--- src/hw/serial_deserializer.sv ---
// ####################
// serial to parallel shift register for any packed payload
// ####################
`timescale 1ns/10ps
`default_nettype none

module serial_deserializer #(
    parameter type payload_t = logic [7:0]
) (
    input  logic     clk,
    input  logic     rstN,
    input  logic     shift_en,
    input  logic     bit_in,
    input  logic     clear,
    output payload_t payload,
    output logic     done
);

    localparam int W     = $bits(payload_t);
    localparam int CNT_W = (W > 1) ? $clog2(W) : 1;

    logic [W-1:0]     shift_q;
    logic [CNT_W-1:0] bit_cnt;
    logic             full;

    // last bit of the payload arrives on this shift
    assign full = shift_en && (bit_cnt == CNT_W'(W - 1));

    // first bit received ends up at the MSB
    always_ff @(posedge clk) begin
        if (shift_en) begin
            shift_q <= {shift_q[W-2:0], bit_in};
        end
    end

    always_ff @(posedge clk or negedge rstN) begin
        if (!rstN) begin
            bit_cnt <= '0;
            done    <= 1'b0;
        end else begin
            done <= full;
            if (clear) begin
                bit_cnt <= '0;
            end else if (full) begin
                bit_cnt <= '0;
            end else if (shift_en) begin
                bit_cnt <= bit_cnt + 1'b1;
            end
        end
    end

    assign payload = payload_t'(shift_q);

endmodule

`default_nettype wire

--- config.mk ---
export PLATFORM = sky130hd
export DESIGN_NAME = serial_deserializer
export DESIGN_NICKNAME = d
export VERILOG_FILES = /design/src/hw/serial_deserializer.sv
export SDC_FILE = /design/constraint.sdc
export NUM_CORES = 1
export LEC_CHECK = 0
export ABC_AREA = 1
export ABC_CLOCK_PERIOD_IN_PS = 2770
export BUFFER_PORTS_ARGS = -buffer_cell sky130_fd_sc_hd__buf_4
export CORE_AREA = 2 2 39 41
export CTS_CLUSTER_SIZE = 30
export DETAILED_ROUTE_END_ITERATION = 10
export DIE_AREA = 0 0 41 43
export SYNTH_ARGS = -nofsm -noshare
export SYNTH_HDL_FRONTEND = slang
export SYNTH_SLANG_ARGS = --single-unit
--- constraint.sdc ---
create_clock -name clk -period 2.77 [get_ports clk]
set_input_delay 0.4155 -clock clk [delete_from_list [all_inputs] [get_ports clk]]
set_output_delay 0.4155 -clock clk [all_outputs]
set_load 0.03 [all_outputs]
==> results of run 1 <==
-- kinds of logic after synthesis --
kind of cell / after synthesis / share of synthesized area (%)
adder cells (fa/ha/maj): 2 / 5.73
AND/OR/NAND/NOR: 12 / 10.9
buffers and inverters: 5 / 4.30
AO/OA/AOI/OAI: 1 / 1.15
flip-flops: 12 / 77.9
-- worst register-to-register path: stages, from the launching register on --
cell     delay (ns)
dfrtp_1        0.40
ha_1           0.20
ha_1           0.27
nand2_1        0.06
inv_1          0.04
nand3_1        0.06
nand2_1        0.05
-- cell usage after synthesis --
master / count
edfxtp_1: 8
nor2_1: 1
dfrtp_1: 4
ha_1: 2
a21oi_1: 1
nand2_1: 9
inv_1: 5
nand3_1: 2
-- sequential cells by signal, summed over array words and instances (netlist names) --
| register | flops |
|---|---|
| bit_cnt | 3 |
| done | 1 |
| payload | 8 |
-- metal layers --
| metal | track usage, % | part of all wire [%] |
|---|---|---|
| met5 | 0 | 0 |
| met4 | 6.00 | 0 |
| met3 | 4.71 | 5.6 |
| met2 | 9.06 | 48 |
| met1 | 12.3 | 46 |
-- power groups by stage --
| stage | combinational, mW | sequential (mW) | clock (mW) |
|---|---|---|---|
| final | 0.0403 | 0.207 | 0.107 |
| after global routing | 0.0435 | 0.209 | 0.118 |
| after CTS | 0.0409 | 0.207 | 0.112 |
| after detailed placement | 0.0397 | 0.211 | 0 |
| after global placement | 0.0397 | 0.211 | 0 |
| after floorplan | 0.00548 | 0.225 | 0 |
-- metrics by stage --
| stage | util [%] | power [mW] |
|---|---|---|
| 6_report | 42.7 | 0.355 |
| 5_1_grt | 42.7 | 0.370 |
| 2_1_floorplan | - | 0.230 |
| 3_3_place_gp | 40.1 | 0.250 |
| 4_1_cts | 42.7 | 0.359 |
| 3_5_place_dp | 40.1 | 0.251 |
-- final cells by class --
type | instances | area share (%)
sequential | 12 | 57.6
timing repair buffer | 14 | 18.2
multi-input combinational | 15 | 13.1
clock buffer | 3 | 3.81
tap | 16 | 3.39
inverter | 5 | 3.18
clock inverter | 1 | 0.636
-- path summary, 6_finish.rpt --
path / to / startpoint / cells past startpoint
setup / recovery: payload[3] / payload[3] / 1
hold / removal: payload[0] / bit_in / 1
setup reg to reg: bit_cnt[2] / bit_cnt[0] / 6
hold reg to reg: payload[2] / payload[1] / 0
max in group asynchronous: bit_cnt[1] / rstN / 2
min in group asynchronous: bit_cnt[0] / rstN / 2
-- what timing repair did --
action / in CTS / in global routing
endpoints found under the hold margin: 4 / 0
hold buffers: 1 / 0
setup buffers: 0 / 0
gates resized for setup: 0 / 0
==> flow_summary_export.csv, run 1 <==
group,metric,value,unit
sta,hold_viol,0,
sta,finalWorstSetupSlack,1.51,ns
detailed_routing,routedWlPerCell,9.42,um
pwr,netSwitchingFraction,23.9,%
sta,slew_violations,0,
detailed_routing,routed_wl,622,um
sta,setup_repair_after_global_routing_missed_its_margin,"no",
placed_design,detailedPlace.worstSlack,1.61,ns
layout,fin_cells,66,
logic_synthesis,yosys.area.top_type,"edfxtp_1",
clock_network,clock_insertion_delay_worst_skew,0.27,ns
clock_network,clock_tree.buffer_depth,2,
layout,insertedDiodeCount,0,
layout,combined_area_of_the_multi_input_logic_cells,77.6,um^2
layout,regArea,340,um^2
run_status,status,"finished clean",
layout,nNetsFinal,58,
critical_path,path_buf_inv,1,
critical_path,cp_slowest_stage_delay,0.40,ns
logic_synthesis,synth.ff_latch_count,12,
logic_synthesis,synth_area_leaders,"edfxtp_1 (55%), dfrtp_1 (23%), nand2_1 (7.7%)",
logic_synthesis,synthDominantCellAreaShare,55.0,%
floorplan,floorplan.die_area,1760,um^2
layout,fillCellCount,133,
pwr,vdd.ir_drop.worst,202,uV
pwr,power_report.internal_total,0.270,mW
detailed_routing,routed_antenna_nets,0,
layout,final_common_cell,"buf_4",
logic_synthesis,synth_seq_area_share,77.9,%
logic_synthesis,synth_nets,39,
hold_path,worstHoldPathType,"in -> reg",
floorplan,ios,14,
detailed_routing,routed_via_density,4.15,
global_routing,grt_start_max_net_pins,15,
floorplan,die_w,41,um
critical_path,worst-path-max-fanout,2,
critical_path,end_kind,"primary output",
detailed_routing,detail_route.first_pass.iterations,3,
clock_network,tritoncts,"built",
floorplan,die_y,43,um
global_routing,grt-ovfl-total,0,
clock_network,clockRootBuffer,"clkbuf_4",
logic_synthesis,post_synth_design_cell_area,437,um^2
sta,layout_worst_path_cycle_share,45.6,%
critical_path,worst-r2r-setup-slack,1.60,ns
global_routing,grt_pass1_vias,229,
layout,layout-drive-gt1-share,32.0,%
sta,slew_headroom,89.7,%
logic_synthesis,syn_avg_cell_area,13.6,um^2
clock_network,cts_htree_levels,1,
critical_path,critical_path_arrival,0.85,ns
logic_synthesis,synth.yosys.warnings,0,
sta,final_hold_slack,0.320,ns
global_routing,number_of_antenna_violations_at_the_first_check_in_global_routing,0,
pwr,p_sw,0.0847,mW
layout,most-common-layout-cells,"buf_4 (13), nand2_1 (9), edfxtp_1 (8), inv_1 (5), dfrtp_1 (4)",
global_routing,grt_util_all_layers,8.50,%
critical_path,crit_path_top_delay_cell,"edfxtp_1",
pwr,pwr_density_cell,601,nW/um^2
pwr,power_frac_comb,11.4,%
detailed_routing,routed-via-count,274,
pwr,p_leak,0.300,nW
critical_path,critPathTopFamily,"flip-flops",
placed_design,place_area,554,um^2
layout,syn2layout_area_growth,35.2,%
sta,fmaxAchievable,791,MHz
sta,final_period_minus_worst_setup_slack,1.26,ns
global_routing,wire_length_of_the_first_global_routing_pass,938,um
critical_path,required,2.35,ns
logic_synthesis,yosysUniqueCellTypes,8,
critical_path,cp_cell_sequence,"buf_4",
clock_network,cts_inserted_buffers,3,
critical_path,worstSetupStartpointType,"flip-flop",
floorplan,initial_core_util,31.6,%
placed_design,numPlacedInstances,61,
sta,skew,0.00217,ns
floorplan,rows,14,
pwr,clockPowerShare,30.3,%
detailed_routing,detail_route.drc_violations,0,
floorplan,core_region_area,1380,um^2
sta,setup-violations-final,0,
layout,fin_area,591,um^2
detailed_routing,drt_first_iter_violations,12,
placed_design,hpwlAfterDp,470,um
pwr,pwr-share-seq,58.3,%
sta,setup-tns-final,0,ns
critical_path,path_class,"reg -> out",
clock_network,clkSlewWorstSetupHoldPaths,0.07,ns
placed_design,port_buffers,13,
logic_synthesis,syn_inst,32,
sta,worstMarginPinSlew,0.154,ns
clock_network,tritoncts_num_sinks,12,
flow_run,cap_viol_max_count,0,
placed_design,place.gp.congestion,0.786,
(Power assumes the default switching activity.)
==> inputs of run 2 (changes only) <==
- ABC_CLOCK_PERIOD_IN_PS: 2770 -> 1210
- clock period: 2.77 -> 1.21 ns (I/O delays scaled with it)
==> run 2 against run 1 <==
Clock skew rose by 0.00097 ns. Sequential share of layout area fell by 0.24 points. Utilization rose by 0.18 points. Largest power group unchanged. Non-clock buffer count did not move. Highest routed layer is now met4. Critical path type is now reg -> reg.
==> flow_summary_export.csv, run 2 (synthesis gave the netlist of run 1 again) <==
group,metric,value,unit
layout,syn2layout_area_growth,35.8,%
detailed_routing,detail_route.drc_violations,0,
global_routing,grt-ovfl-total,0,
clock_network,clock_insertion_delay_worst_skew,0.27,ns
pwr,p_leak,0.297,nW
layout,utilization,42.9,%
layout,fillCellCount,129,
detailed_routing,routed-via-count,284,
clock_network,clockRootBuffer,"clkbuf_4",
floorplan,core_region_area,1380,um^2
pwr,pwr-share-seq,58.4,%
flow_run,cap_viol_max_count,0,
sta,fmaxAchievable,863,MHz
detailed_routing,routedWlPerCell,9.42,um
clock_network,tritoncts,"built",
global_routing,grt_util_all_layers,9.30,%
sta,setup-violations-final,0,
clock_network,clkSlewWorstSetupHoldPaths,0.07,ns
pwr,vdd.ir_drop.worst,570,uV
placed_design,numPlacedInstances,61,
clock_network,tritoncts_num_sinks,12,
sta,setup-tns-final,0,ns
clock_network,cts_htree_levels,1,
floorplan,ios,14,
pwr,power_report.internal_total,0.618,mW
clock_network,cts_inserted_buffers,3,
placed_design,place.gp.congestion,0.753,
layout,most-common-layout-cells,"buf_4 (13), nand2_1 (9), edfxtp_1 (8), inv_1 (5), dfrtp_1 (4)",
global_routing,grt_pass1_vias,262,
sta,final_hold_slack,0.0856,ns
detailed_routing,routed_antenna_nets,0,
sta,setup_repair_after_global_routing_missed_its_margin,"no",
sta,worstMarginPinSlew,0.157,ns
sta,finalWorstSetupSlack,0.0518,ns
pwr,pwr_density_cell,1370,nW/um^2
critical_path,required,1.37,ns
sta,layout_worst_path_cycle_share,95.7,%
floorplan,floorplan.die_area,1760,um^2
global_routing,number_of_antenna_violations_at_the_first_check_in_global_routing,0,
sta,skew,0.00314,ns
placed_design,port_buffers,13,
sta,slew_headroom,89.5,%
placed_design,detailedPlace.worstSlack,0.0300,ns
critical_path,end_kind,"flip-flop",
critical_path,worst-path-max-fanout,3,
placed_design,hpwlAfterDp,474,um
detailed_routing,routed_via_density,4.30,
pwr,p_sw,0.193,mW
pwr,netSwitchingFraction,23.8,%
clock_network,clock_tree.buffer_depth,2,
pwr,power_frac_comb,11.4,%
layout,insertedDiodeCount,0,
layout,largest_register_ffs,8,
floorplan,die_y,43,um
critical_path,path_class,"reg -> reg",
critical_path,worstSetupStartpointType,"flip-flop",
sta,final_period_minus_worst_setup_slack,1.16,ns
critical_path,critical_path_arrival,1.32,ns
layout,fin_cells,66,
detailed_routing,drt_first_iter_violations,2,
global_routing,grt_start_max_net_pins,15,
hold_path,worstHoldPathType,"in -> reg",
sta,hold_viol,0,
floorplan,rows,14,
detailed_routing,routed_wl,622,um
pwr,clockPowerShare,30.2,%
detailed_routing,detail_route.first_pass.iterations,3,
floorplan,initial_core_util,31.6,%
layout,final_common_cell,"buf_4",
floorplan,die_w,41,um
layout,layout-drive-gt1-share,34.0,%
global_routing,wire_length_of_the_first_global_routing_pass,1050,um
layout,nNetsFinal,58,
run_status,status,"finished clean",
sta,slew_violations,0,
-- run 2: through the flow --
| stage | instance area (um^2) | power [mW] |
|---|---|---|
| after floorplan | 437 | 0.527 |
| after global placement | 554 | 0.573 |
| after detailed placement | 554 | 0.574 |
| after CTS | 591 | 0.826 |
| after global routing | 593 | 0.859 |
| final | 593 | 0.811 |
-- run 2: layout make-up --
type | count | area, um^2 | area share (%)
inverter | 5 | 18.8 | 3.16
clock buffer | 3 | 22.5 | 3.80
multi-input combinational | 15 | 80.1 | 13.5
tap | 16 | 20.0 | 3.38
sequential | 12 | 340 | 57.4
timing repair buffer | 14 | 108 | 18.1
clock inverter | 1 | 3.75 | 0.633
-- run 2: final timing paths --
path	slack (ns)	cells after the start	startpoint	end
worst max register to register	0.05	6	bit_cnt[0]	bit_cnt[2]
min in group asynchronous	0.24	2	rstN	bit_cnt[0]
worst min register to register	0.45	0	payload[4]	payload[5]
worst max-delay path	0.05	6	bit_cnt[0]	bit_cnt[2]
worst min-delay path	0.09	1	bit_in	payload[0]
max in group asynchronous	0.87	2	rstN	bit_cnt[1]
-- run 2: layer usage --
layer | routed length [um] | vias up | track usage, %
li1 | - | 139 | -
met1 | 286 | 134 | 11.9
met2 | 277 | 9 | 11.9
met3 | 47 | 2 | 4.71
met4 | 11 | 0 | 6.00
met5 | 0 | - | 0
-- run 2: worst max-delay path, stage by stage (launching register included) --
cell and delay (ns):
dfrtp_1 0.40, ha_2 0.18, ha_1 0.27, nand2_1 0.06, inv_1 0.04, nand3_1 0.05, nand2_1 0.05
-- run 2: timing repair --
item,CTS,global route
gates resized for setup,0,1
endpoints found under the setup margin,0,1
hold buffers,1,0
buffers inserted,0,0
hold endpoints to repair,4,0
-- run 2: power groups by stage --
stage | clock, mW | sequential, mW | combinational [mW]
finish | 0.245 | 0.474 | 0.0925
global route | 0.282 | 0.476 | 0.101
CTS | 0.258 | 0.474 | 0.0939
detailed placement | 0 | 0.483 | 0.0913
global placement | 0 | 0.482 | 0.0905
floorplan | 0 | 0.515 | 0.0126
