File: src/hw/serial_slave_defines.svh
// ####################
// sizes, timing and codes of the serial slave
// include wherever one of these values is needed
// ####################
`ifndef SERIAL_SLAVE_DEFINES_SVH
`define SERIAL_SLAVE_DEFINES_SVH

// memory geometry
`define SLAVE_MEM_DEPTH     2000
`define SLAVE_DATA_WIDTH    32
`define SLAVE_ADDR_WIDTH    11

// slave identity
`define SLAVE_ID_WIDTH      2
`define SLAVE_DEFAULT_ID    1

// idle cycles between frame decode and the first memory fetch
`define SLAVE_ACCESS_DELAY  2

// pattern that opens every command frame
`define SLAVE_START_CODE    3'b111

`endif

File: src/hw/serial_slave_pkg.sv
// ####################
// types shared by the serial slave modules
// import inside a module body and use scoped names in headers
// ####################
`default_nettype none

`include "serial_slave_defines.svh"

package serial_slave_pkg;

    typedef logic [`SLAVE_DATA_WIDTH-1:0] data_word_t;
    typedef logic [`SLAVE_ADDR_WIDTH-1:0] word_addr_t;
    typedef logic [`SLAVE_ID_WIDTH-1:0]   slave_id_t;

    // command frame as it arrives on control with the first bit at the MSB
    typedef struct packed {
        logic [2:0] start_code;
        slave_id_t  slave_id;
        logic       write;
        logic       burst;
        word_addr_t addr;
    } cmd_frame_t;

    // one store into the word memory
    typedef struct packed {
        logic       en;
        word_addr_t addr;
        data_word_t data;
    } mem_write_t;

endpackage

`default_nettype wire

File: src/hw/word_serializer.sv
// ####################
// parallel to serial shifter for read words, MSB first
// ####################
`timescale 1ns/10ps
`default_nettype none

module word_serializer (
    input  logic                         clk,
    input  logic                         rstN,
    input  logic                         load,
    input  serial_slave_pkg::data_word_t word,
    input  logic                         shift_en,
    output logic                         bit_out,
    output logic                         word_done
);

    import serial_slave_pkg::*;

    localparam int W     = $bits(data_word_t);
    localparam int CNT_W = $clog2(W);

    data_word_t       data_q;
    logic [CNT_W-1:0] bit_cnt;

    always_ff @(posedge clk) begin
        if (load) begin
            data_q <= word;
        end else if (shift_en) begin
            data_q <= data_q << 1;
        end
    end

    always_ff @(posedge clk or negedge rstN) begin
        if (!rstN) begin
            bit_cnt <= '0;
        end else if (load) begin
            bit_cnt <= '0;
        end else if (shift_en) begin
            bit_cnt <= bit_cnt + 1'b1;
        end
    end

    assign bit_out = data_q[W-1];

    // high while the final bit of the word is on the line
    assign word_done = shift_en && (bit_cnt == CNT_W'(W - 1));

endmodule

`default_nettype wire

File: config.mk
export PLATFORM = sky130hd
export DESIGN_NAME = word_serializer
export DESIGN_NICKNAME = d
export VERILOG_FILES = /design/src/hw/serial_slave_pkg.sv /design/src/hw/word_serializer.sv
export VERILOG_INCLUDE_DIRS = /design/src /design/src/hw
export SDC_FILE = /design/constraint.sdc
export NUM_CORES = 1
export LEC_CHECK = 0
export ABC_CLOCK_PERIOD_IN_PS = 2150
export BUFFER_PORTS_ARGS = -buffer_cell sky130_fd_sc_hd__buf_4
export CORE_UTILIZATION = 28
export CTS_CLUSTER_DIAMETER = 30
export DETAILED_ROUTE_END_ITERATION = 6
export GPL_TIMING_DRIVEN = 0
export PLACE_DENSITY = 0.57
export SLEW_MARGIN = 40
export SYNTH_ARGS = -nofsm -noshare
export SYNTH_HDL_FRONTEND = slang
export SYNTH_SLANG_ARGS = --single-unit
File: constraint.sdc
create_clock -name clk -period 2.15 [get_ports clk]
set_clock_uncertainty 0.2 [all_clocks]
set_input_delay 0.215 -clock clk [delete_from_list [all_inputs] [get_ports clk]]
set_output_delay 0.215 -clock clk [all_outputs]
set_load 0.01 [all_outputs]
==> impl_metrics.json, run 1 <==
{
  "drc": 0,
  "crit_path_end_kind": "output port",
  "syn_avg_cell_area_sq_um": 17.5,
  "rsz0062_at_grt": "no",
  "yosys_register_bits": 37,
  "clockRootBuffer": "clkbuf_8",
  "crit_required_ps": 1740,
  "worst_slew_pin_slew_ps": 734,
  "place_ws_ps": 375,
  "portBuffers": 35,
  "critPathKind": "flop to output port",
  "vias": 887,
  "layout-drive-gt1-share_pct": 59.6,
  "nFillCells": 529,
  "cts_buffers": 5,
  "synthToLayoutAreaGrowth_pct": 27.7,
  "top_layer_used": "met4",
  "timing.fmax_mhz": 517,
  "chipHeight_microns": 77.8,
  "ctsLongestPathBuffers": 2,
  "drtIter0Drc": 7,
  "setup_tns_ps": 0,
  "cts_tree": "done",
  "cp.arrival_ps": 1520,
  "viasPerCell": 4.26,
  "slew_headroom_pct": 51.1,
  "firstDrtPassIters": 3,
  "synthCells": 92,
  "core_sq_mm": 0.00551,
  "wl_met3_microns": 175,
  "syn_area_sq_mm": 0.00161,
  "wire_per_inst_microns": 12.2,
  "critPathMaxFanout": 3,
  "synth_top_area_share_pct": 59.7,
  "die_w_microns": 77.8,
  "max-vdd-ir-drop_uv": 195,
  "synth_top_cell_by_area": "edfxtp_1",
  "clk_latency_ps": 280,
  "leakagePower_nw": 0.828,
  "num_rows": 27,
  "n_antenna_cell": 0,
  "netlist_top_cells_area": "edfxtp_1, mux2_2, dfrtp_1",
  "routed-wl-met2_mm": 1.14,
  "ys_seq_area_share_pct": 67.5,
  "grt_max_degree": 33,
  "drt_wl_total_mm": 2.54,
  "hold_viol_final": 0,
  "worst_slack_ps": 214,
  "clk_pin_slew_ps": 70,
  "htreeDepth": 2,
  "io_pins": 38,
  "p_per_area_mw_per_mm2": 727,
  "final_common_cell": "buf_4",
  "min_period_ps": 1940,
  "finalNetCount": 173,
  "cts_resized": 0,
  "grtUsageTotal_pct": 9.48,
  "place_congestion": 0.706,
  "layout_common_cells": "buf_4, mux2_2, edfxtp_1",
  "setup_violations": 0,
  "start_util_pct": 29.2,
  "ys_types": 18,
  "syn_nets": 130,
  "finalMaxSlewViolations": 0,
  "clock-sinks": 37,
  "postRouteAntennaNets": 0,
  "grt-ovfl-total": 0,
  "start_kind": "flop",
  "status": "finished clean",
  "wl_met1_mm": 1.16,
  "hpwl_mm": 1.82,
  "grt_pass1_vias": 904,
  "antenna_found_initial": 0,
  "final.period_utilization_pct": 90.0,
  "min_path_type": "input port to flop",
  "dieArea_sq_mm": 0.00605,
  "yosysWarnings": 0,
  "drv_cap": 0,
  "grt_pass1_wl_mm": 4.17
}
final timing paths:
check,startpoint,endpoint,slack (ps),cells after the start
setup / recovery,bit_cnt[0],word_done,210,5
hold / removal,word[0],data_q[0],20,2
setup reg to reg,bit_cnt[0],bit_cnt[4],580,5
hold reg to reg,bit_cnt[4],bit_cnt[4],340,2
max in group asynchronous,rstN,bit_cnt[3],1570,2
min in group asynchronous,rstN,bit_cnt[4],70,2
report_power, final:
group	leakage, nW	internal (mW)	switching, mW
clock network	0.0450	0.224	0.224
registers	0.395	0.866	0.0193
logic	0.388	0.105	0.0562
total	0.828	1.19	0.299
cell usage after synthesis, drive strengths merged:
library cell	count
buf	5
nor2b	1
dfrtp	5
edfxtp	32
nand4	1
nand3b	1
ha	2
or2	1
nor2	4
a21oi	1
xnor2	1
and3	1
a21bo	1
and2	2
mux2	32
mux2i	2
repair_timing:
action	in CTS	in global routing
hold endpoints to repair	5	0
hold buffers	1	0
setup buffers	0	0
cell families after synthesis:
| logic type | Yosys count | share of synthesized area [%] |
|---|---|---|
| AOI/OAI and AO/OA | 2 | 0.933 |
| xor gates and xnor gates | 1 | 0.544 |
| adders and majority gates | 2 | 1.55 |
| buffers and inverters | 5 | 2.10 |
| DFF | 37 | 67.5 |
| muxes | 34 | 23.6 |
| and+or+nand+nor | 11 | 3.73 |
final cells by class:
type | instances | area, sq um | share of cell area [%]
clock inverters | 2 | 10.0 | 0.487
clock buffers | 6 | 72.6 | 3.53
plain buffers | 5 | 33.8 | 1.64
well taps | 72 | 90.1 | 4.38
repair buffers | 36 | 273 | 13.3
multi-input cells | 50 | 489 | 23.8
flip-flops and latches | 37 | 1090 | 52.9
routing by layer:
metal | GRT usage (%) | vias to the layer above
met5 | 0 | -
met2 | 13.8 | 28
met4 | 6.23 | 0
met3 | 3.76 | 5
li1 | - | 434
met1 | 11.5 | 420
flip-flops by register name, summed over array words and instances, names as in the netlist:
name     flops
data_q      32
bit_cnt      5
stage by stage:
| step | hold WS, ps | std cells | power, mW | instance area (sq um) | utilization (%) |
|---|---|---|---|---|---|
| finish | 16.2 | 208 | 1.49 | 2050 | 37.3 |
| global route | 0.0610 | 208 | 1.57 | 2050 | 37.3 |
| CTS | 5.31 | 208 | 1.52 | 2050 | 37.3 |
| detailed placement | -181 | 199 | 1.06 | 1960 | 35.6 |
| global placement | -184 | 199 | 1.06 | 1960 | 35.6 |
| floorplan | -281 | 92 | 0.989 | 1610 | - |
critical path: stages (launching register included):
cell and delay, ps:
dfrtp_1 410, ha_1 230, and3_1 170, ha_1 160, and2_1 130, buf_4 130
(Power assumes the default switching activity.)
==> run 2, diff against run 1 <==
--- a/config.mk
+++ b/config.mk
@@ -8,11 +8,12 @@
 export LEC_CHECK = 0
 export ABC_CLOCK_PERIOD_IN_PS = 2150
 export BUFFER_PORTS_ARGS = -buffer_cell sky130_fd_sc_hd__buf_4
-export CORE_UTILIZATION = 28
+export CORE_UTILIZATION = 52
 export CTS_CLUSTER_DIAMETER = 30
 export DETAILED_ROUTE_END_ITERATION = 6
 export GPL_TIMING_DRIVEN = 0
-export PLACE_DENSITY = 0.57
+export PLACE_DENSITY = 0.88
+export SKIP_LAST_GASP = 1
 export SLEW_MARGIN = 40
 export SYNTH_ARGS = -nofsm -noshare
 export SYNTH_HDL_FRONTEND = slang
==> run 2 against run 1 <==
The run now ends with DRC left. Clock power down 23%. Cell count down 3.8%. Highest routed layer unchanged. Hold slack worse by 1.7 ps. Register-to-register slack worse by 120 ps. Largest power group unchanged. Via count up 15%. Sequential cell count unchanged.
==> impl_metrics.json, run 2 (synthesized netlist as in run 1, its figures left out) <==
{
  "status": "complete, but fails checks",
  "violations": "DRC",
  "multi_input_area_sq_um": 489,
  "crit_family": "adder cells",
  "chipHeight_microns": 57.6,
  "finalPower_mw": 1.45,
  "cp.arrival_ps": 1580,
  "finalNetCount": 206,
  "n_antenna_cell": 0,
  "hpwl_mm": 1.75,
  "post_cts_buffers": 0,
  "drv_cap": 0,
  "cts_tree": "done",
  "timing.fmax_mhz": 500,
  "grt_max_degree": 33,
  "grt_pass1_vias": 1116,
  "core_sq_mm": 0.00285,
  "setup_violations": 0,
  "hold_viol_final": 0,
  "clk_pin_slew_ps": 90,
  "slowest_stage": "dfrtp_1",
  "firstDrtPassIters": 6,
  "crit_path_end_kind": "output port",
  "reg_top3": "data_q (32), bit_cnt (5)",
  "ctsLongestPathBuffers": 2,
  "layout-drive-gt1-share_pct": 47.9,
  "antenna_found_initial": 0,
  "reg2reg_depth": 5,
  "wire_per_inst_microns": 15.1,
  "start_kind": "flop",
  "rsz0062_at_grt": "no",
  "vias": 1020,
  "crit_buf_inv": 1,
  "max_stage_delay_ps": 410,
  "worst_slew_pin_slew_ps": 715,
  "drt_wl_total_mm": 3.01,
  "grt_pass1_wl_mm": 4.91,
  "cts_buffers": 5,
  "start_util_pct": 56.4,
  "leakagePower_nw": 0.954,
  "place_congestion": 0.674,
  "crit_top_cell": "ha_1",
  "crit_path_cell_trace": "ha_1, and3_1, ha_1, and2_1, buf_4",
  "largest_register": "data_q",
  "grt-ovfl-total": 0,
  "slew_headroom_pct": 52.3,
  "critPathKind": "flop to output port",
  "setup_tns_ps": 0,
  "drtIter0Drc": 18,
  "die_w_microns": 57.6,
  "synthToLayoutAreaGrowth_pct": 43.3,
  "layout_common_cells": "buf_4, dlygate4sd3_1, mux2_2, edfxtp_1",
  "clockRootBuffer": "clkbuf_4",
  "htreeDepth": 2,
  "clk_latency_ps": 340,
  "max-vdd-ir-drop_uv": 479,
  "grtUsageTotal_pct": 21.1,
  "postRouteAntennaNets": 0,
  "p_per_area_mw_per_mm2": 628,
  "viasPerCell": 5.10,
  "crit_required_ps": 1740,
  "num_rows": 19,
  "largest_reg_flops": 32,
  "final_common_cell": "buf_4",
  "critPathMaxFanout": 3,
  "nFillCells": 163,
  "final.period_utilization_pct": 93.0,
  "min_path_type": "input port to asynchronous set/reset pin",
  "portBuffers": 35,
  "clock-sinks": 37,
  "register_area_sq_mm": 0.00109,
  "io_pins": 38,
  "finalMaxSlewViolations": 0,
  "drc": 4,
  "min_period_ps": 2000,
  "dieArea_sq_mm": 0.00332,
  "crit_cells": 5
}
[run 2: cell count changes in the layout (fill, tap and decap cells not counted)]
cell / before / now
clkinv_4: 0 / 1
clkbuf_8: 5 / 0
dlygate4sd3_1: 1 / 34
clkinv_2: 2 / 1
clkbuf_4: 0 / 5
clkinv_1: 0 / 1
clkbuf_1: 1 / 0
[run 2: metal layers]
| layer | GRT usage, % | vias up | part of all wire (%) |
|---|---|---|---|
| li1 | - | 501 | - |
| met1 | 22.1 | 475 | 39 |
| met2 | 38.0 | 36 | 54 |
| met3 | 5.80 | 8 | 5.1 |
| met4 | 11.5 | 0 | 2.5 |
| met5 | 0 | - | 0 |
[run 2: through the flow]
stage          util (%)  hold slack, ps  instances  instance area [sq um]  setup slack (ps)
2_1_floorplan         -            -281         92                   1610               602
3_3_place_gp       67.0            -182        158                   1910               451
3_5_place_dp       67.0            -177        158                   1910               415
4_1_cts            80.8            3.52        200                   2310               134
5_1_grt            80.8           0.410        200                   2310              47.2
6_report           80.8            14.5        200                   2310               151
[run 2: power by group]
part           switching, mW  internal, mW  total [mW]
Combinational         0.0693         0.144       0.213
Clock                  0.223         0.124       0.347
Sequential            0.0220         0.865       0.887
Total                  0.315          1.13        1.45
[run 2: worst reg2reg max path, stage by stage, from the launching register on]
cell and delay (ps):
dfrtp_1 410, ha_1 240, and3_1 180, ha_1 280
mux2i_1 200, nor2_1 80
[run 2: final cells by class]
| cell class | count | area share, % |
|---|---|---|
| multi-input cells | 50 | 21.2 |
| plain buffers | 5 | 1.47 |
| clock inverters | 3 | 0.760 |
| well taps | 31 | 1.68 |
| flip-flops and latches | 37 | 47.1 |
| repair buffers | 69 | 26.2 |
| clock buffers | 5 | 1.63 |
[run 2: what timing repair did]
item	in CTS	in global routing
endpoints found under the hold margin	37	0
resized for setup	0	0
endpoints found under the setup margin	0	0
hold buffers	34	0
[run 2: worst paths after layout]
| kind | startpoint | slack [ps] | endpoint |
|---|---|---|---|
| min reg2reg | data_q[19] | 350 | data_q[20] |
| max | bit_cnt[0] | 150 | word_done |
| min | rstN | 10 | bit_cnt[2] |
| max in group asynchronous | rstN | 1080 | bit_cnt[3] |
| min in group clk | shift_en | 40 | bit_cnt[2] |
| max reg2reg | bit_cnt[0] | 460 | bit_cnt[4] |
