[src/hw/serial_slave_defines.svh]
// ####################
// sizes, timing and codes of the serial slave
// include wherever one of these values is needed
// ####################
`ifndef SERIAL_SLAVE_DEFINES_SVH
`define SERIAL_SLAVE_DEFINES_SVH

// memory geometry
`define SLAVE_MEM_DEPTH     2000
`define SLAVE_DATA_WIDTH    32
`define SLAVE_ADDR_WIDTH    11

// slave identity
`define SLAVE_ID_WIDTH      2
`define SLAVE_DEFAULT_ID    1

// idle cycles between frame decode and the first memory fetch
`define SLAVE_ACCESS_DELAY  2

// pattern that opens every command frame
`define SLAVE_START_CODE    3'b111

`endif

[src/hw/serial_slave_pkg.sv]
// ####################
// types shared by the serial slave modules
// import inside a module body and use scoped names in headers
// ####################
`default_nettype none

`include "serial_slave_defines.svh"

package serial_slave_pkg;

    typedef logic [`SLAVE_DATA_WIDTH-1:0] data_word_t;
    typedef logic [`SLAVE_ADDR_WIDTH-1:0] word_addr_t;
    typedef logic [`SLAVE_ID_WIDTH-1:0]   slave_id_t;

    // command frame as it arrives on control with the first bit at the MSB
    typedef struct packed {
        logic [2:0] start_code;
        slave_id_t  slave_id;
        logic       write;
        logic       burst;
        word_addr_t addr;
    } cmd_frame_t;

    // one store into the word memory
    typedef struct packed {
        logic       en;
        word_addr_t addr;
        data_word_t data;
    } mem_write_t;

endpackage

`default_nettype wire

[src/hw/slave_controller.sv]
// ####################
// FSM of the serial slave for frame decode, access delay,
// read and write sequencing, burst addressing and ready
// ####################
`timescale 1ns/10ps
`default_nettype none

`include "serial_slave_defines.svh"

module slave_controller #(
    parameter serial_slave_pkg::slave_id_t SLAVE_ID = `SLAVE_DEFAULT_ID
) (
    input  logic                         clk,
    input  logic                         rstN,
    input  logic                         control,
    input  logic                         valid,
    input  logic                         last,
    input  serial_slave_pkg::cmd_frame_t frame,
    input  logic                         frame_done,
    input  logic                         wr_done,
    input  logic                         word_done,
    input  serial_slave_pkg::data_word_t wr_word,
    output logic                         frame_shift,
    output logic                         frame_clear,
    output logic                         wr_shift,
    output logic                         rd_load,
    output logic                         rd_shift,
    output logic                         ready,
    output serial_slave_pkg::mem_write_t mem_wr,
    output serial_slave_pkg::word_addr_t rd_addr
);

    import serial_slave_pkg::*;

    localparam int DLY_W = $clog2(`SLAVE_ACCESS_DELAY + 1) + 1;
    localparam logic [DLY_W-1:0] DLY_LAST = DLY_W'(`SLAVE_ACCESS_DELAY - 1);

    typedef enum logic [2:0] {
        S_IDLE,
        S_FRAME,
        S_DELAY,
        S_FETCH,
        S_SEND,
        S_WRITE
    } state_t;

    state_t           state;
    logic [DLY_W-1:0] delay_cnt;
    word_addr_t       addr_q;
    logic             burst_q;
    // last seen during the current word
    logic             last_q;
    logic             frame_ok;

    assign frame_ok = (frame.start_code == `SLAVE_START_CODE) && (frame.slave_id == SLAVE_ID);

    always_ff @(posedge clk or negedge rstN) begin
        if (!rstN) begin
            state     <= S_IDLE;
            ready     <= 1'b1;
            delay_cnt <= '0;
            addr_q    <= '0;
            burst_q   <= 1'b0;
            last_q    <= 1'b0;
        end else begin
            case (state)
                S_IDLE: begin
                    ready  <= 1'b1;
                    last_q <= 1'b0;
                    // first start bit already shifted on this edge
                    if (control) begin
                        state <= S_FRAME;
                    end
                end
                S_FRAME: begin
                    if (frame_done) begin
                        if (!frame_ok) begin
                            state <= S_IDLE;
                        end else begin
                            addr_q    <= frame.addr;
                            burst_q   <= frame.burst;
                            delay_cnt <= '0;
                            if (frame.write) begin
                                state <= S_WRITE;
                            end else begin
                                ready <= 1'b0;
                                state <= (`SLAVE_ACCESS_DELAY == 0) ? S_FETCH : S_DELAY;
                            end
                        end
                    end
                end
                S_DELAY: begin
                    if (delay_cnt == DLY_LAST) begin
                        state <= S_FETCH;
                    end else begin
                        delay_cnt <= delay_cnt + 1'b1;
                    end
                end
                S_FETCH: begin
                    ready <= 1'b1;
                    state <= S_SEND;
                end
                S_SEND: begin
                    if (last) begin
                        last_q <= 1'b1;
                    end
                    if (word_done) begin
                        addr_q <= addr_q + 1'b1;
                        last_q <= 1'b0;
                        if (!burst_q || last_q || last) begin
                            state <= S_IDLE;
                        end else begin
                            // one fetch cycle with ready low
                            ready <= 1'b0;
                            state <= S_FETCH;
                        end
                    end
                end
                S_WRITE: begin
                    if (last) begin
                        last_q <= 1'b1;
                    end
                    if (wr_done) begin
                        // this cycle may already carry the next word
                        last_q <= last;
                        if (!burst_q || last_q) begin
                            state <= S_IDLE;
                        end else begin
                            addr_q <= addr_q + 1'b1;
                        end
                    end
                end
                default: state <= S_IDLE;
            endcase
        end
    end

    assign frame_shift = ((state == S_IDLE) && control) || ((state == S_FRAME) && !frame_done);
    assign frame_clear = (state == S_IDLE) && !control;
    assign wr_shift    = (state == S_WRITE) && valid;
    assign rd_load     = (state == S_FETCH);
    assign rd_shift    = (state == S_SEND);

    // prefetch the next burst address during a word
    assign rd_addr = (state == S_SEND) ? word_addr_t'(addr_q + 1'b1) : addr_q;

    always_comb begin
        mem_wr.en   = (state == S_WRITE) && wr_done;
        mem_wr.addr = addr_q;
        mem_wr.data = wr_word;
    end

endmodule

`default_nettype wire

[config.mk]
export PLATFORM = sky130hd
export DESIGN_NAME = slave_controller
export DESIGN_NICKNAME = d
export VERILOG_FILES = /design/src/hw/serial_slave_pkg.sv /design/src/hw/slave_controller.sv
export VERILOG_INCLUDE_DIRS = /design/src /design/src/hw
export SDC_FILE = /design/constraint.sdc
export NUM_CORES = 1
export LEC_CHECK = 0
export BUFFER_PORTS_ARGS = -buffer_cell sky130_fd_sc_hd__buf_2
export CAP_MARGIN = 20
export CORE_MARGIN = 2
export CORE_UTILIZATION = 40
export CTS_CLUSTER_DIAMETER = 80
export CTS_CLUSTER_SIZE = 20
export DETAILED_ROUTE_END_ITERATION = 10
export MAX_ROUTING_LAYER = met4
export PLACE_DENSITY = 0.74
export SYNTH_ARGS = -nofsm -noshare
export SYNTH_HDL_FRONTEND = slang
export SYNTH_SLANG_ARGS = --single-unit
[constraint.sdc]
create_clock -name clk -period 2.4 [get_ports clk]
set_clock_uncertainty 0.05 [all_clocks]
set_input_delay 0.24 -clock clk [delete_from_list [all_inputs] [get_ports clk]]
set_output_delay 0.24 -clock clk [all_outputs]
set_load 0.01 [all_outputs]
==> tab_implementation.tex, run 1 <==
\begin{tabular}{lr}
\hline
Metric & Value \\
\hline
\multicolumn{2}{l}{\textbf{CTS}} \\
\quad Clk Tree Root Cell & clkbuf\_8 \\
\quad CTS hold repair buffers & 1 \\
\quad Number of H-tree branching levels & 1 \\
\quad Quantity of gates resized following cts & 0 \\
\quad Inserted Clock Buffers & 3 \\
\quad Deepest clock path buffer count & 2 \\
\quad Clk sink count & 20 \\
\quad Clock-pin slew of the registers on the worst-case setup and hold paths & 0.08 ns \\
\quad Clock insertion delay at the later pin of the skew report & 0.26 ns \\
\quad Clock tree from TritonCTS & done \\
\quad Buffers inserted by post-CTS timing repair & 0 \\
\multicolumn{2}{l}{\textbf{Power and ir drop}} \\
\quad Share of power burned in registers & roughly 43\% \\
\quad Int Pwr & about 770 uW \\
\quad Clock group share of total power & roughly a fifth \\
\quad VDD IR max & around 0.27 mV \\
\quad Logic gate share of total power & around 36\% \\
\quad Net switching power figure & about 470 uW \\
\quad Leakage power of the design & around 0.00092 uW \\
\quad Proportion of total power due to net switching & 38.0\% \\
\quad Power Dens Cells & 642 nW/um\^{}2 \\
\multicolumn{2}{l}{\textbf{Cells and area}} \\
\quad Area grow syn2layout & 6.31\% \\
\quad Ratio of cells with drive above 1 in the final layout & between 30\% and 40\% \\
\quad Number of non-filler instances in the completed layout & about 290 \\
\quad Sequential Area & about 500 um\^{}2 \\
\quad Diode count & 0 \\
\quad End-of-flow core utilization & 44.2\% \\
\quad Final net count & 298 \\
\quad Multi-input logic area & between 900 and 1000 um\^{}2 \\
\quad Fill cell instance count of the final layout & 431 \\
\multicolumn{2}{l}{\textbf{Die}} \\
\quad Boundary Pins & about 120 \\
\quad Floorplan Core Area & $\sim$4400 um\^{}2 \\
\quad Floorplan die area & approximately 5000 um\^{}2 \\
\quad Horizontal die dimension & slightly above 70 um \\
\quad DIE HEIGHT & 71.5 um \\
\quad Starting utilization of the core area & 41.6\% \\
\quad Floorplan row count & 24 \\
\multicolumn{2}{l}{\textbf{Logic synthesis}} \\
\quad Syn\_nets & 276 \\
\quad Top FF cell, synth & dfrtp\_1 \\
\quad Main combinational cell family by area after synthesis & simple AND/OR/NAND/NOR gates \\
\quad Simple-gate portion of the synthesized area & between 20\% and 30\% \\
\quad Asr flop ratio synth & 100\% \\
\quad Syn avg cell area & between 8 and 9 um\^{}2 \\
\quad Yosys top cell by area & dfrtp\_1 \\
\quad Count of distinct cell types in the synthesized netlist & 57 \\
\quad Post-synthesis share of cell area spent on full adders, half adders and majority gates & slightly above 2\% \\
\quad \#FFs+latches synth & 20 \\
\quad Area share of xor/xnor cells in the synthesized design & 5.69\% \\
\quad Portion of the post-synthesis area used by sequential elements & approximately 28\% \\
\quad Synth Area in Compound Gates & $\sim$20\% \\
\quad Proportion of netlist area held by the largest area contributor & 26.1\% \\
\quad Main area contributors after synthesis & dfrtp\_1 26\%, buf\_4 14\%, nand2\_1 4.1\%, nand3\_1 3.0\%, buf\_6 2.5\% \\
\quad Post-Synthesis Cells & about 220 \\
\quad Fraction of synthesized area in multiplexers & 1.17\% \\
\quad Syn Std Cell Area & around 1800 um\^{}2 \\
\quad Post-synth EDFFs & 0 \\
\quad Number of warnings issued by yosys & 0 \\
\multicolumn{2}{l}{\textbf{Timing}} \\
\quad Final-report max-slew violation count & 0 \\
\quad Actual slew at the worst max-slew pin & roughly 0.51 ns \\
\quad Upper clock frequency limit & $\sim$450 MHz \\
\quad Number of hold violations in the final report & 0 \\
\quad Remaining max-slew budget at the tightest pin & about two thirds \\
\quad Time the worst path needs with I/O delays and setup & 2.20 ns \\
\quad Fraction of the cycle the final worst path needs & between 90\% and 100\% \\
\quad Unrepaired setup endpoints after global routing & false \\
\quad Count of final setup violators & 0 \\
\quad Post-route setup TNS & 0 ns \\
\multicolumn{2}{l}{\textbf{Critical path}} \\
\quad Worst stage delay on the critical path & roughly 0.49 ns \\
\quad Sort of element at the end of the critical path & output port \\
\quad Number of stages on the worst setup path & 5 \\
\quad Type of element launching the critical path & flop \\
\quad CP arrival & between 1.5 and 2 ns \\
\quad Data required time of the worst path & about 2.1 ns \\
\quad Crit path max-delay family & simple AND/OR/NAND/NOR gates \\
\quad Largest fanout on the critical path & 7 \\
\quad Kind of critical path & flop to output port \\
\quad Cells traversed along the worst timing path & ha\_1, nand4\_2, or3\_4, xnor2\_2, buf\_2 \\
\quad Worst-case reg-to-reg path depth & 5 \\
\quad Buffers and inverters on the worst path & 1 \\
\quad Slowest cell on crit path & dfrtp\_1 \\
\multicolumn{2}{l}{\textbf{Route}} \\
\quad Drt via density & about 5.7 \\
\quad Wire length per cell after detailed routing & between 15 and 20 um \\
\quad Number of remaining DRC errors & 0 \\
\quad Drt pass-1 iters & 4 \\
\quad Via count & 1641 \\
\quad WL final & 4.35 mm \\
\quad Remaining antenna violation count after routing & 0 \\
\quad Iteration-0 DRC Markers & 145 \\
\multicolumn{2}{l}{\textbf{Placement}} \\
\quad Final HPWL from detailed placement & about 3.3 mm \\
\quad Last weighted congestion value of the routability-driven placer & between 0.7 and 0.8 \\
\quad \# port buffers & 54 \\
\quad Post-placement cell count & 283 \\
\multicolumn{2}{l}{\textbf{Global routing}} \\
\quad Congestion Overflow GR & 0 \\
\quad Initial antenna violation count & 0 \\
\quad Total Routing Usage GR & 17.6\% \\
\quad Global-route wire length before repair & 7.04 mm \\
\quad Via count of the first global-routing pass & $\sim$1500 \\
\quad Largest net degree at the start of global routing & 21 \\
\multicolumn{2}{l}{\textbf{Run status}} \\
\quad Outcome & complete, no violations \\
\multicolumn{2}{l}{\textbf{Worst hold path}} \\
\quad HP Class & input port to flop \\
\quad Worst hold path stage count & 3 \\
\multicolumn{2}{l}{\textbf{Flow run}} \\
\quad Number of max-cap violations & 0 \\
\hline
\end{tabular}
[stage by stage]
step | total power (uW) | setup slack, ns | area, um^2 | hold slack (ns)
6_report | 1250 | 0.201 | 1940 | 0.136
5_1_grt | 1330 | 0.0919 | 1940 | 0.150
4_1_cts | 1260 | 0.204 | 1940 | 0.135
3_5_place_dp | 989 | 0.494 | 1870 | 0.176
3_3_place_gp | 975 | 0.513 | 1870 | 0.166
2_1_floorplan | 848 | 0.703 | 1820 | -0.106
[registers in the layout, summed over array words and instances (netlist names)]
signal and cells:
addr_q 11, burst_q 1, last_q 1, ready 1, delay_cnt 3, state 3
[layout by cell type (no fill, tap or decap), drive strengths merged, types with 2 or more instances in the layout]
cell / netlist / routed
a21o: 2 / 2
a21oi: 7 / 7
a22oi: 3 / 3
and3: 7 / 7
buf: 43 / 59
clkbuf: 0 / 4
dfrtp: 19 / 19
ha: 3 / 3
inv: 6 / 6
nand2: 20 / 20
nand2b: 5 / 5
nand3: 11 / 11
nand4: 2 / 2
nor2: 12 / 12
nor2b: 4 / 4
nor3: 4 / 4
o211ai: 6 / 6
o21ai: 10 / 10
o221ai: 2 / 2
o22ai: 2 / 2
o31a: 2 / 2
o31ai: 4 / 4
o32ai: 4 / 4
or3: 2 / 2
or3b: 2 / 2
xnor2: 6 / 6
xor2: 5 / 5
[cells in the mapped netlist (3+ instances only)]
cell type / n
nor2b_1: 4
nand2_1: 20
nand3_1: 11
o31ai_1: 4
o32ai_1: 4
xor2_1: 5
nor3_1: 3
o21ai_1: 8
buf_4: 33
inv_1: 6
a21oi_1: 5
a22oi_1: 3
nand2b_1: 5
o211ai_1: 6
xnor2_1: 5
ha_1: 3
buf_6: 4
buf_2: 6
and3_1: 7
dfrtp_1: 19
nor2_1: 11
[layout make-up]
cell class	count	share of cell area, %
tap	52	3.35
multi-input combinational	146	50.4
timing repair buffer	60	16.4
clock buffer	4	2.84
sequential	20	25.9
inverter	6	1.16
[kinds of logic (layout without fill, tap and decap cells)]
kind of cell             count (synthesis)  in the layout
buffers and inverters                   49             70
adder cells (fa/ha/maj)                  3              3
multiplexers                             2              2
AND/OR/NAND/NOR                         79             79
flip-flops                              20             20
XOR/XNOR                                11             11
AO/OA/AOI/OAI                           51             51
[path summary, 6_finish.rpt]
path / slack (ns) / from / endpoint
min reg2reg: 0.44 / ready / ready
max in group asynchronous: 1.55 / rstN / ready
min in group asynchronous: 0.41 / rstN / state[0]
max reg2reg: 0.51 / state[1] / addr_q[4]
min: 0.14 / frame[11] / burst_q
max: 0.20 / addr_q[0] / rd_addr[8]
[tightest hold or removal path, delay by kind of cell]
kind	cells	cell delay, ns
and+or+nand+nor	2	0.09
buffers and inverters	1	0.08
[per-layer routing]
layer / vias up / GRT usage [%] / wire (um)
li1: 793 / - / -
met1: 790 / 23.0 / 1970
met2: 46 / 26.9 / 2030
met3: 12 / 3.52 / 263
met4: 0 / 6.71 / 89
met5: - / - / 0
[power groups by stage]
stage | clock network (uW) | registers [uW] | logic, uW
global placement | 0 | 539 | 436
global route | 280 | 553 | 498
CTS | 271 | 537 | 449
floorplan | 0 | 531 | 317
detailed placement | 0 | 543 | 446
finish | 265 | 536 | 444
Power figures use the tool's default switching activity.
==> run 2: changes to the inputs <==
Clock period 2.4 ns to 2.14 ns, I/O delays scaled along.
==> run 2 against run 1 <==
Effect of this change:
- hold slack worse by 0.043 ns
- largest cell class unchanged
- highest routed layer unchanged
- worst setup slack worse by 0.078 ns
- wire length is 0.53% higher
==> tab_implementation.tex, run 2 (synthesized netlist as in run 1, its figures left out) <==
\begin{tabular}{lr}
\hline
Metric & Value \\
\hline
\multicolumn{2}{l}{\textbf{Run status}} \\
\quad Outcome & complete, no violations \\
\multicolumn{2}{l}{\textbf{Timing}} \\
\quad Setup slack after layout & 0.123 ns (-0.0779 ns) \\
\quad Unrepaired setup endpoints after global routing & false \\
\quad Post-route setup TNS & 0 ns (unchanged) \\
\quad Count of final setup violators & 0 (unchanged) \\
\quad Number of hold violations in the final report & 0 (unchanged) \\
\quad Actual slew at the worst max-slew pin & 0.587 ns (+0.0789 ns) \\
\quad Time the worst path needs with I/O delays and setup & about 2.0 ns \\
\quad Final-report max-slew violation count & 0 (unchanged) \\
\quad Fraction of the cycle the final worst path needs & between 90\% and 100\% \\
\quad Worst hold-check slack & 0.0930 ns (-0.0428 ns) \\
\quad Remaining max-slew budget at the tightest pin & 60.7\% (-5.4 points) \\
\quad Upper clock frequency limit & 496 MHz \\
\multicolumn{2}{l}{\textbf{Cells and area}} \\
\quad Diode count & 0 (unchanged) \\
\quad Largest reg by FF count & addr\_q \\
\quad Final net count & 301 (+1.0\%) \\
\quad Final std cell area, no fill & 1960 um\^{}2 (+1.0\%) \\
\quad Max reg flops & 11 (unchanged) \\
\quad Ratio of cells with drive above 1 in the final layout & 34.3\% (+2.5 points) \\
\quad Area grow syn2layout & 7.41\% \\
\quad Largest registers & addr\_q (11), delay\_cnt (3), state (3) \\
\quad Highest-count cells in the layout ignoring fill and taps & 54 x buf\_2, 20 x nand2\_1, 16 x dfrtp\_1, 11 x nand3\_1, 11 x nor2\_1 \\
\quad Most common cell after layout, fill and taps aside & buf\_2 \\
\multicolumn{2}{l}{\textbf{Route}} \\
\quad Drt via density & 5.62 (-1.4\%) \\
\quad Via count & 1635 (-0.37\%) \\
\quad Remaining antenna violation count after routing & 0 (unchanged) \\
\quad Number of remaining DRC errors & 0 (unchanged) \\
\quad Iteration-0 DRC Markers & 116 (-20\%) \\
\quad WL final & 4.38 mm (+0.53\%) \\
\quad Drt pass-1 iters & 4 (unchanged) \\
\quad Wire length per cell after detailed routing & 15.0 um (-0.51\%) \\
\multicolumn{2}{l}{\textbf{CTS}} \\
\quad Clk sink count & 20 (unchanged) \\
\quad Deepest clock path buffer count & 2 (unchanged) \\
\quad Clock tree from TritonCTS & done \\
\quad Clock-pin slew of the registers on the worst-case setup and hold paths & 0.08 ns (about the same) \\
\quad Inserted Clock Buffers & 3 (unchanged) \\
\quad Clock insertion delay at the later pin of the skew report & 0.26 ns (about the same) \\
\quad Clk Tree Root Cell & clkbuf\_8 \\
\quad Number of H-tree branching levels & 1 (unchanged) \\
\multicolumn{2}{l}{\textbf{Critical path}} \\
\quad Data required time of the worst path & 1.88 ns (-0.23 ns) \\
\quad Kind of critical path & flop to output port \\
\quad Reg2Reg Launch Point & state[2] \\
\quad Endpoint of the lowest-slack register-to-register path & addr\_q[4] \\
\quad Flop2flop setup slack & 0.38 ns (-0.13 ns) \\
\quad Sort of element at the end of the critical path & output port \\
\quad CP arrival & 1.75 ns (-0.16 ns) \\
\quad Largest fanout on the critical path & 7 (unchanged) \\
\quad Worst-case reg-to-reg path depth & 4 (-1) \\
\quad Type of element launching the critical path & flop \\
\multicolumn{2}{l}{\textbf{Die}} \\
\quad DIE HEIGHT & 71.5 um (unchanged) \\
\quad Horizontal die dimension & 71.5 um (unchanged) \\
\quad Floorplan row count & 24 (unchanged) \\
\quad Boundary Pins & 119 (unchanged) \\
\quad Floorplan Core Area & 4380 um\^{}2 (unchanged) \\
\quad Floorplan die area & 5120 um\^{}2 (unchanged) \\
\quad Starting utilization of the core area & 41.6\% (unchanged) \\
\multicolumn{2}{l}{\textbf{Global routing}} \\
\quad Congestion Overflow GR & 0 (unchanged) \\
\quad Via count of the first global-routing pass & 1569 (+4.3\%) \\
\quad Largest net degree at the start of global routing & 21 (unchanged) \\
\quad Total Routing Usage GR & 17.7\% (+0.17 points) \\
\quad Global-route wire length before repair & 7.23 mm (+2.7\%) \\
\quad Initial antenna violation count & 0 (unchanged) \\
\multicolumn{2}{l}{\textbf{Power and ir drop}} \\
\quad Power Dens Cells & 701 nW/um\^{}2 (+9.2\%) \\
\quad Tot Pwr & 1370 uW (+10\%) \\
\quad VDD IR max & 0.257 mV (-6.0\%) \\
\quad Leakage power of the design & 0.000921 uW (+0.16\%) \\
\multicolumn{2}{l}{\textbf{Flow run}} \\
\quad Number of max-cap violations & 0 (unchanged) \\
\multicolumn{2}{l}{\textbf{Worst hold path}} \\
\quad Launch instance of the worst min-delay path & frame[11] \\
\quad Worst hold path stage count & 3 (unchanged) \\
\quad HP Class & input port to flop \\
\quad Worst hold path endpoint & burst\_q \\
\multicolumn{2}{l}{\textbf{Placement}} \\
\quad Standard cell area after detailed placement & 1900 um\^{}2 (+1.2\%) \\
\quad Last weighted congestion value of the routability-driven placer & 0.868 (+12\%) \\
\quad Worst setup slack before clock tree synthesis & 0.310 ns (-0.184 ns) \\
\quad Final HPWL from detailed placement & 3.30 mm (+0.74\%) \\
\quad \# port buffers & 54 (unchanged) \\
\hline
\end{tabular}
## run 2: what timing repair did
action | CTS | global route
hold buffers | 1 | 0
endpoints found under the setup margin | 0 | 4
resized for setup | 0 | 5
endpoints found under the hold margin | 19 | 0
setup buffers | 0 | 0
## run 2: how the worst max path moves through the flow
| stage | start | endpoint | slack, ns | cells past startpoint |
|---|---|---|---|---|
| after CTS | addr_q[0] | rd_addr[8] | 0.02 | 5 |
| final | addr_q[4] | rd_addr[8] | 0.12 | 5 |
| after floorplan | addr_q[0] | rd_addr[8] | 0.47 | 4 |
| after global placement | addr_q[0] | rd_addr[8] | 0.38 | 5 |
| after detailed placement | addr_q[0] | rd_addr[8] | 0.31 | 5 |
| after global routing | addr_q[4] | rd_addr[8] | 0.02 | 5 |
## run 2: through the flow
stage / std cells / util [%]
finish: 291 / 44.7
global route: 291 / 44.7
CTS: 291 / 44.5
detailed placement: 286 / 43.3
global placement: 286 / 43.3
floorplan: 215 / -
## run 2: power by group
part / leakage (uW) / switching (uW) / internal, uW / total [uW]
combinational: 0.000653 / 272 / 247 / 520
sequential: 0.000246 / 124 / 465 / 589
clock: 0.0000228 / 132 / 133 / 264
## run 2: layer usage
metal	global-route usage, %	part of all wire (%)	wire [um]
met1	23.6	45	1980
met2	28.2	48	2100
met3	2.39	5.6	245
met4	5.45	1.1	48
met5	-	0	0
## run 2: layout make-up
class / count / area (um^2)
multi-input cells: 146 / 981
clock buffers: 4 / 45.0
inverters: 6 / 22.5
repair buffers: 63 / 340
well taps: 52 / 65.1
fillers: 451 / 2420
flip-flops and latches: 20 / 505
## run 2: worst max-delay path, stage by stage, from the launching register on
cell and delay, ns:
dfrtp_1 0.46, and4_4 0.28, nand4_2 0.13, or3_4 0.36
xnor2_2 0.13, buf_2 0.14
==> run 3: changes to the inputs <==
Settings changed: ABC_AREA from default to 1, PLACE_DENSITY 0.74 to 0.73.
==> run 3 against run 2 <==
Effect of this change:
- clock power up 11%
- register-to-register slack worse by 0.07 ns
- worst setup slack worse by 0.0018 ns
- flip-flop and latch count unchanged
- critical endpoint is now rd_addr[10]
==> tab_implementation.tex, run 3 <==
\begin{tabular}{lr}
\hline
Metric & Value \\
\hline
\multicolumn{2}{l}{\textbf{Critical path}} \\
\quad CP arrival & 1.75 ns (about the same) \\
\quad Worst-case reg-to-reg path depth & 7 (+3) \\
\quad Cells traversed along the worst timing path & inv\_2, nor2\_2, nand3\_1, o21ai\_0, buf\_2 \\
\quad Slowest cell on crit path & dfrtp\_1 \\
\quad Worst stage delay on the critical path & 0.53 ns (+0.07 ns) \\
\quad Type of element launching the critical path & flop \\
\quad Data required time of the worst path & 1.88 ns (about the same) \\
\quad Kind of critical path & flop to output port \\
\quad Largest fanout on the critical path & 14 (+7) \\
\quad Sort of element at the end of the critical path & output port \\
\multicolumn{2}{l}{\textbf{CTS}} \\
\quad Inserted Clock Buffers & 3 (unchanged) \\
\quad Clk sink count & 20 (unchanged) \\
\quad Clk Tree Root Cell & clkbuf\_8 \\
\quad Clock insertion delay at the later pin of the skew report & 0.26 ns (about the same) \\
\quad Number of H-tree branching levels & 1 (unchanged) \\
\quad Clock-pin slew of the registers on the worst-case setup and hold paths & 0.08 ns (about the same) \\
\quad Clock tree from TritonCTS & done \\
\quad Deepest clock path buffer count & 2 (unchanged) \\
\multicolumn{2}{l}{\textbf{Logic synthesis}} \\
\quad Syn\_nets & 354 (+28\%) \\
\quad Asr flop ratio synth & 100\% (unchanged) \\
\quad Post-Synthesis Cells & 293 (+36\%) \\
\quad List of most frequent post-synthesis cells & 104 x nand2\_1, 33 x buf\_4, 29 x inv\_1 \\
\quad Most common cell in the synthesized netlist & nand2\_1 \\
\quad Portion of the post-synthesis area used by sequential elements & 26.9\% (-0.55 points) \\
\quad Syn avg cell area & 6.35 um\^{}2 (-25\%) \\
\quad Count of distinct cell types in the synthesized netlist & 26 (-54\%) \\
\quad Proportion of netlist area held by the largest area contributor & 25.5\% (-0.53 points) \\
\quad \#FFs+latches synth & 20 (unchanged) \\
\quad Syn Std Cell Area & 1860 um\^{}2 (+2.1\%) \\
\quad Yosys top cell by area & dfrtp\_1 \\
\quad Main area contributors after synthesis & dfrtp\_1 26\%, nand2\_1 21\%, buf\_4 13\%, nand3\_1 5.9\%, inv\_1 5.8\% \\
\quad Number of warnings issued by yosys & 0 (unchanged) \\
\quad Top FF cell, synth & dfrtp\_1 \\
\quad Post-synth EDFFs & 0 (unchanged) \\
\multicolumn{2}{l}{\textbf{Power and ir drop}} \\
\quad Power Dens Cells & 1040 nW/um\^{}2 (+48\%) \\
\quad VDD IR max & 0.388 mV (+51\%) \\
\quad Tot Pwr & 2110 uW (+53\%) \\
\quad Leakage power of the design & 0.00115 uW (+25\%) \\
\multicolumn{2}{l}{\textbf{Cells and area}} \\
\quad Largest registers & addr\_q (11), delay\_cnt (3), state (3) \\
\quad Ratio of cells with drive above 1 in the final layout & 26.6\% (-7.7 points) \\
\quad Largest reg by FF count & addr\_q \\
\quad Final std cell area, no fill & 2020 um\^{}2 (+3.3\%) \\
\quad Final net count & 381 (+27\%) \\
\quad Max reg flops & 11 (unchanged) \\
\quad Area grow syn2layout & 8.74\% \\
\quad Highest-count cells in the layout ignoring fill and taps & 104 x nand2\_1, 54 x buf\_2, 29 x inv\_1, 25 x nor2\_1, 21 x nand3\_1 \\
\quad Diode count & 0 (unchanged) \\
\quad Most common cell after layout, fill and taps aside & nand2\_1 \\
\multicolumn{2}{l}{\textbf{Die}} \\
\quad DIE HEIGHT & 72.2 um (+0.97\%) \\
\quad Horizontal die dimension & 72.2 um (+0.97\%) \\
\quad Boundary Pins & 119 (unchanged) \\
\quad Starting utilization of the core area & 42.2\% (+0.57 points) \\
\quad Floorplan die area & 5220 um\^{}2 (+2.0\%) \\
\quad Floorplan Core Area & 4410 um\^{}2 (+0.68\%) \\
\quad Floorplan row count & 24 (unchanged) \\
\multicolumn{2}{l}{\textbf{Route}} \\
\quad Via count & 1797 (+9.9\%) \\
\quad Iteration-0 DRC Markers & 88 (-24\%) \\
\quad Wire length per cell after detailed routing & 11.5 um (-23\%) \\
\quad Drt via density & 4.84 (-14\%) \\
\quad Drt pass-1 iters & 4 (unchanged) \\
\quad Remaining antenna violation count after routing & 0 (unchanged) \\
\quad WL final & 4.27 mm (-2.3\%) \\
\quad Number of remaining DRC errors & 0 (unchanged) \\
\multicolumn{2}{l}{\textbf{Placement}} \\
\quad Last weighted congestion value of the routability-driven placer & 0.867 (about the same) \\
\quad Standard cell area after detailed placement & 1940 um\^{}2 (+2.0\%) \\
\quad \# port buffers & 54 (unchanged) \\
\quad Final HPWL from detailed placement & 3.43 mm (+3.8\%) \\
\quad Worst setup slack before clock tree synthesis & 0.334 ns (+0.0237 ns) \\
\multicolumn{2}{l}{\textbf{Timing}} \\
\quad Time the worst path needs with I/O delays and setup & 2.02 ns (+0.00184 ns) \\
\quad Upper clock frequency limit & 495 MHz (about the same) \\
\quad Final-report max-slew violation count & 0 (unchanged) \\
\quad Remaining max-slew budget at the tightest pin & 67.4\% (+6.7 points) \\
\quad Post-route setup TNS & 0 ns (unchanged) \\
\quad Unrepaired setup endpoints after global routing & false \\
\quad Actual slew at the worst max-slew pin & 0.488 ns (-0.0988 ns) \\
\quad Setup slack after layout & 0.121 ns (-0.00184 ns) \\
\quad Fraction of the cycle the final worst path needs & 94.3\% (about the same) \\
\quad Number of hold violations in the final report & 0 (unchanged) \\
\quad Count of final setup violators & 0 (unchanged) \\
\multicolumn{2}{l}{\textbf{Global routing}} \\
\quad Via count of the first global-routing pass & 1592 (+1.5\%) \\
\quad Total Routing Usage GR & 17.2\% (-0.50 points) \\
\quad Initial antenna violation count & 0 (unchanged) \\
\quad Congestion Overflow GR & 0 (unchanged) \\
\quad Global-route wire length before repair & 6.90 mm (-4.6\%) \\
\quad Largest net degree at the start of global routing & 21 (unchanged) \\
\multicolumn{2}{l}{\textbf{Run status}} \\
\quad Outcome & complete, no violations \\
\multicolumn{2}{l}{\textbf{Worst hold path}} \\
\quad Worst hold path stage count & 3 (unchanged) \\
\quad HP Class & input port to flop \\
\multicolumn{2}{l}{\textbf{Flow run}} \\
\quad Number of max-cap violations & 0 (unchanged) \\
\hline
\end{tabular}
==> run 3: worst paths after layout <==
kind | to | slack, ns | start
min in group asynchronous | state[1] | 0.38 | rstN
max | rd_addr[10] | 0.12 | state[2]
max reg2reg | addr_q[1] | 0.31 | state[2]
max in group asynchronous | addr_q[0] | 1.31 | rstN
min reg2reg | ready | 0.41 | ready
min | burst_q | 0.15 | frame[11]
==> run 3: through the flow <==
| stage | cells | utilization, % | hold slack (ns) |
|---|---|---|---|
| 2_1_floorplan | 293 | - | -0.132 |
| 3_3_place_gp | 364 | 43.8 | 0.150 |
| 4_1_cts | 369 | 45.3 | 0.147 |
| 3_5_place_dp | 364 | 43.8 | 0.147 |
| 6_report | 371 | 45.9 | 0.148 |
| 5_1_grt | 371 | 45.9 | 0.160 |
==> run 3: critical path, delay by kind of cell (launching register included) <==
kind | cells | cell delay, ns
AO/OA/AOI/OAI | 1 | 0.11
buffers and inverters | 2 | 0.29
flip-flops | 1 | 0.53
AND/OR/NAND/NOR | 2 | 0.56
==> run 3: kinds of logic after synthesis <==
logic type / count (synthesis) / share of synthesized area, %
buffers and inverters: 70 / 21.3
AO/OA/AOI/OAI: 30 / 9.14
XOR/XNOR: 3 / 1.41
flip-flops: 20 / 26.9
AND/OR/NAND/NOR: 167 / 39.2
adder cells (fa/ha/maj): 3 / 2.02
==> run 3: repair_timing <==
action	in CTS	in global routing
setup buffers	0	2
hold buffers	1	0
hold endpoints to repair	19	0
gates resized for setup	0	3
setup endpoints to repair	0	3
==> run 3: per-layer routing <==
metal / vias up / part of all wire [%] / GRT usage, %
met5: - / 0 / -
met4: 0 / 1.7 / 6.71
met3: 13 / 6.9 / 2.92
met2: 60 / 47 / 27.8
met1: 789 / 44 / 21.5
li1: 935 / - / -
==> run 3: layout make-up <==
cell class / count / area [um^2]
Timing Repair Buffer: 58 / 303
Inverter: 34 / 128
Fill cell: 502 / 2390
Tap cell: 52 / 65.1
Multi-Input combinational cell: 203 / 971
Sequential cell: 20 / 503
Clock buffer: 4 / 55.1
==> run 3: where the power goes <==
part | switching, uW | leakage, uW | internal, uW | total (uW)
Combinational | 644 | 0.000869 | 446 | 1090
Clock | 129 | 0.0000288 | 164 | 293
Sequential | 205 | 0.000250 | 518 | 723
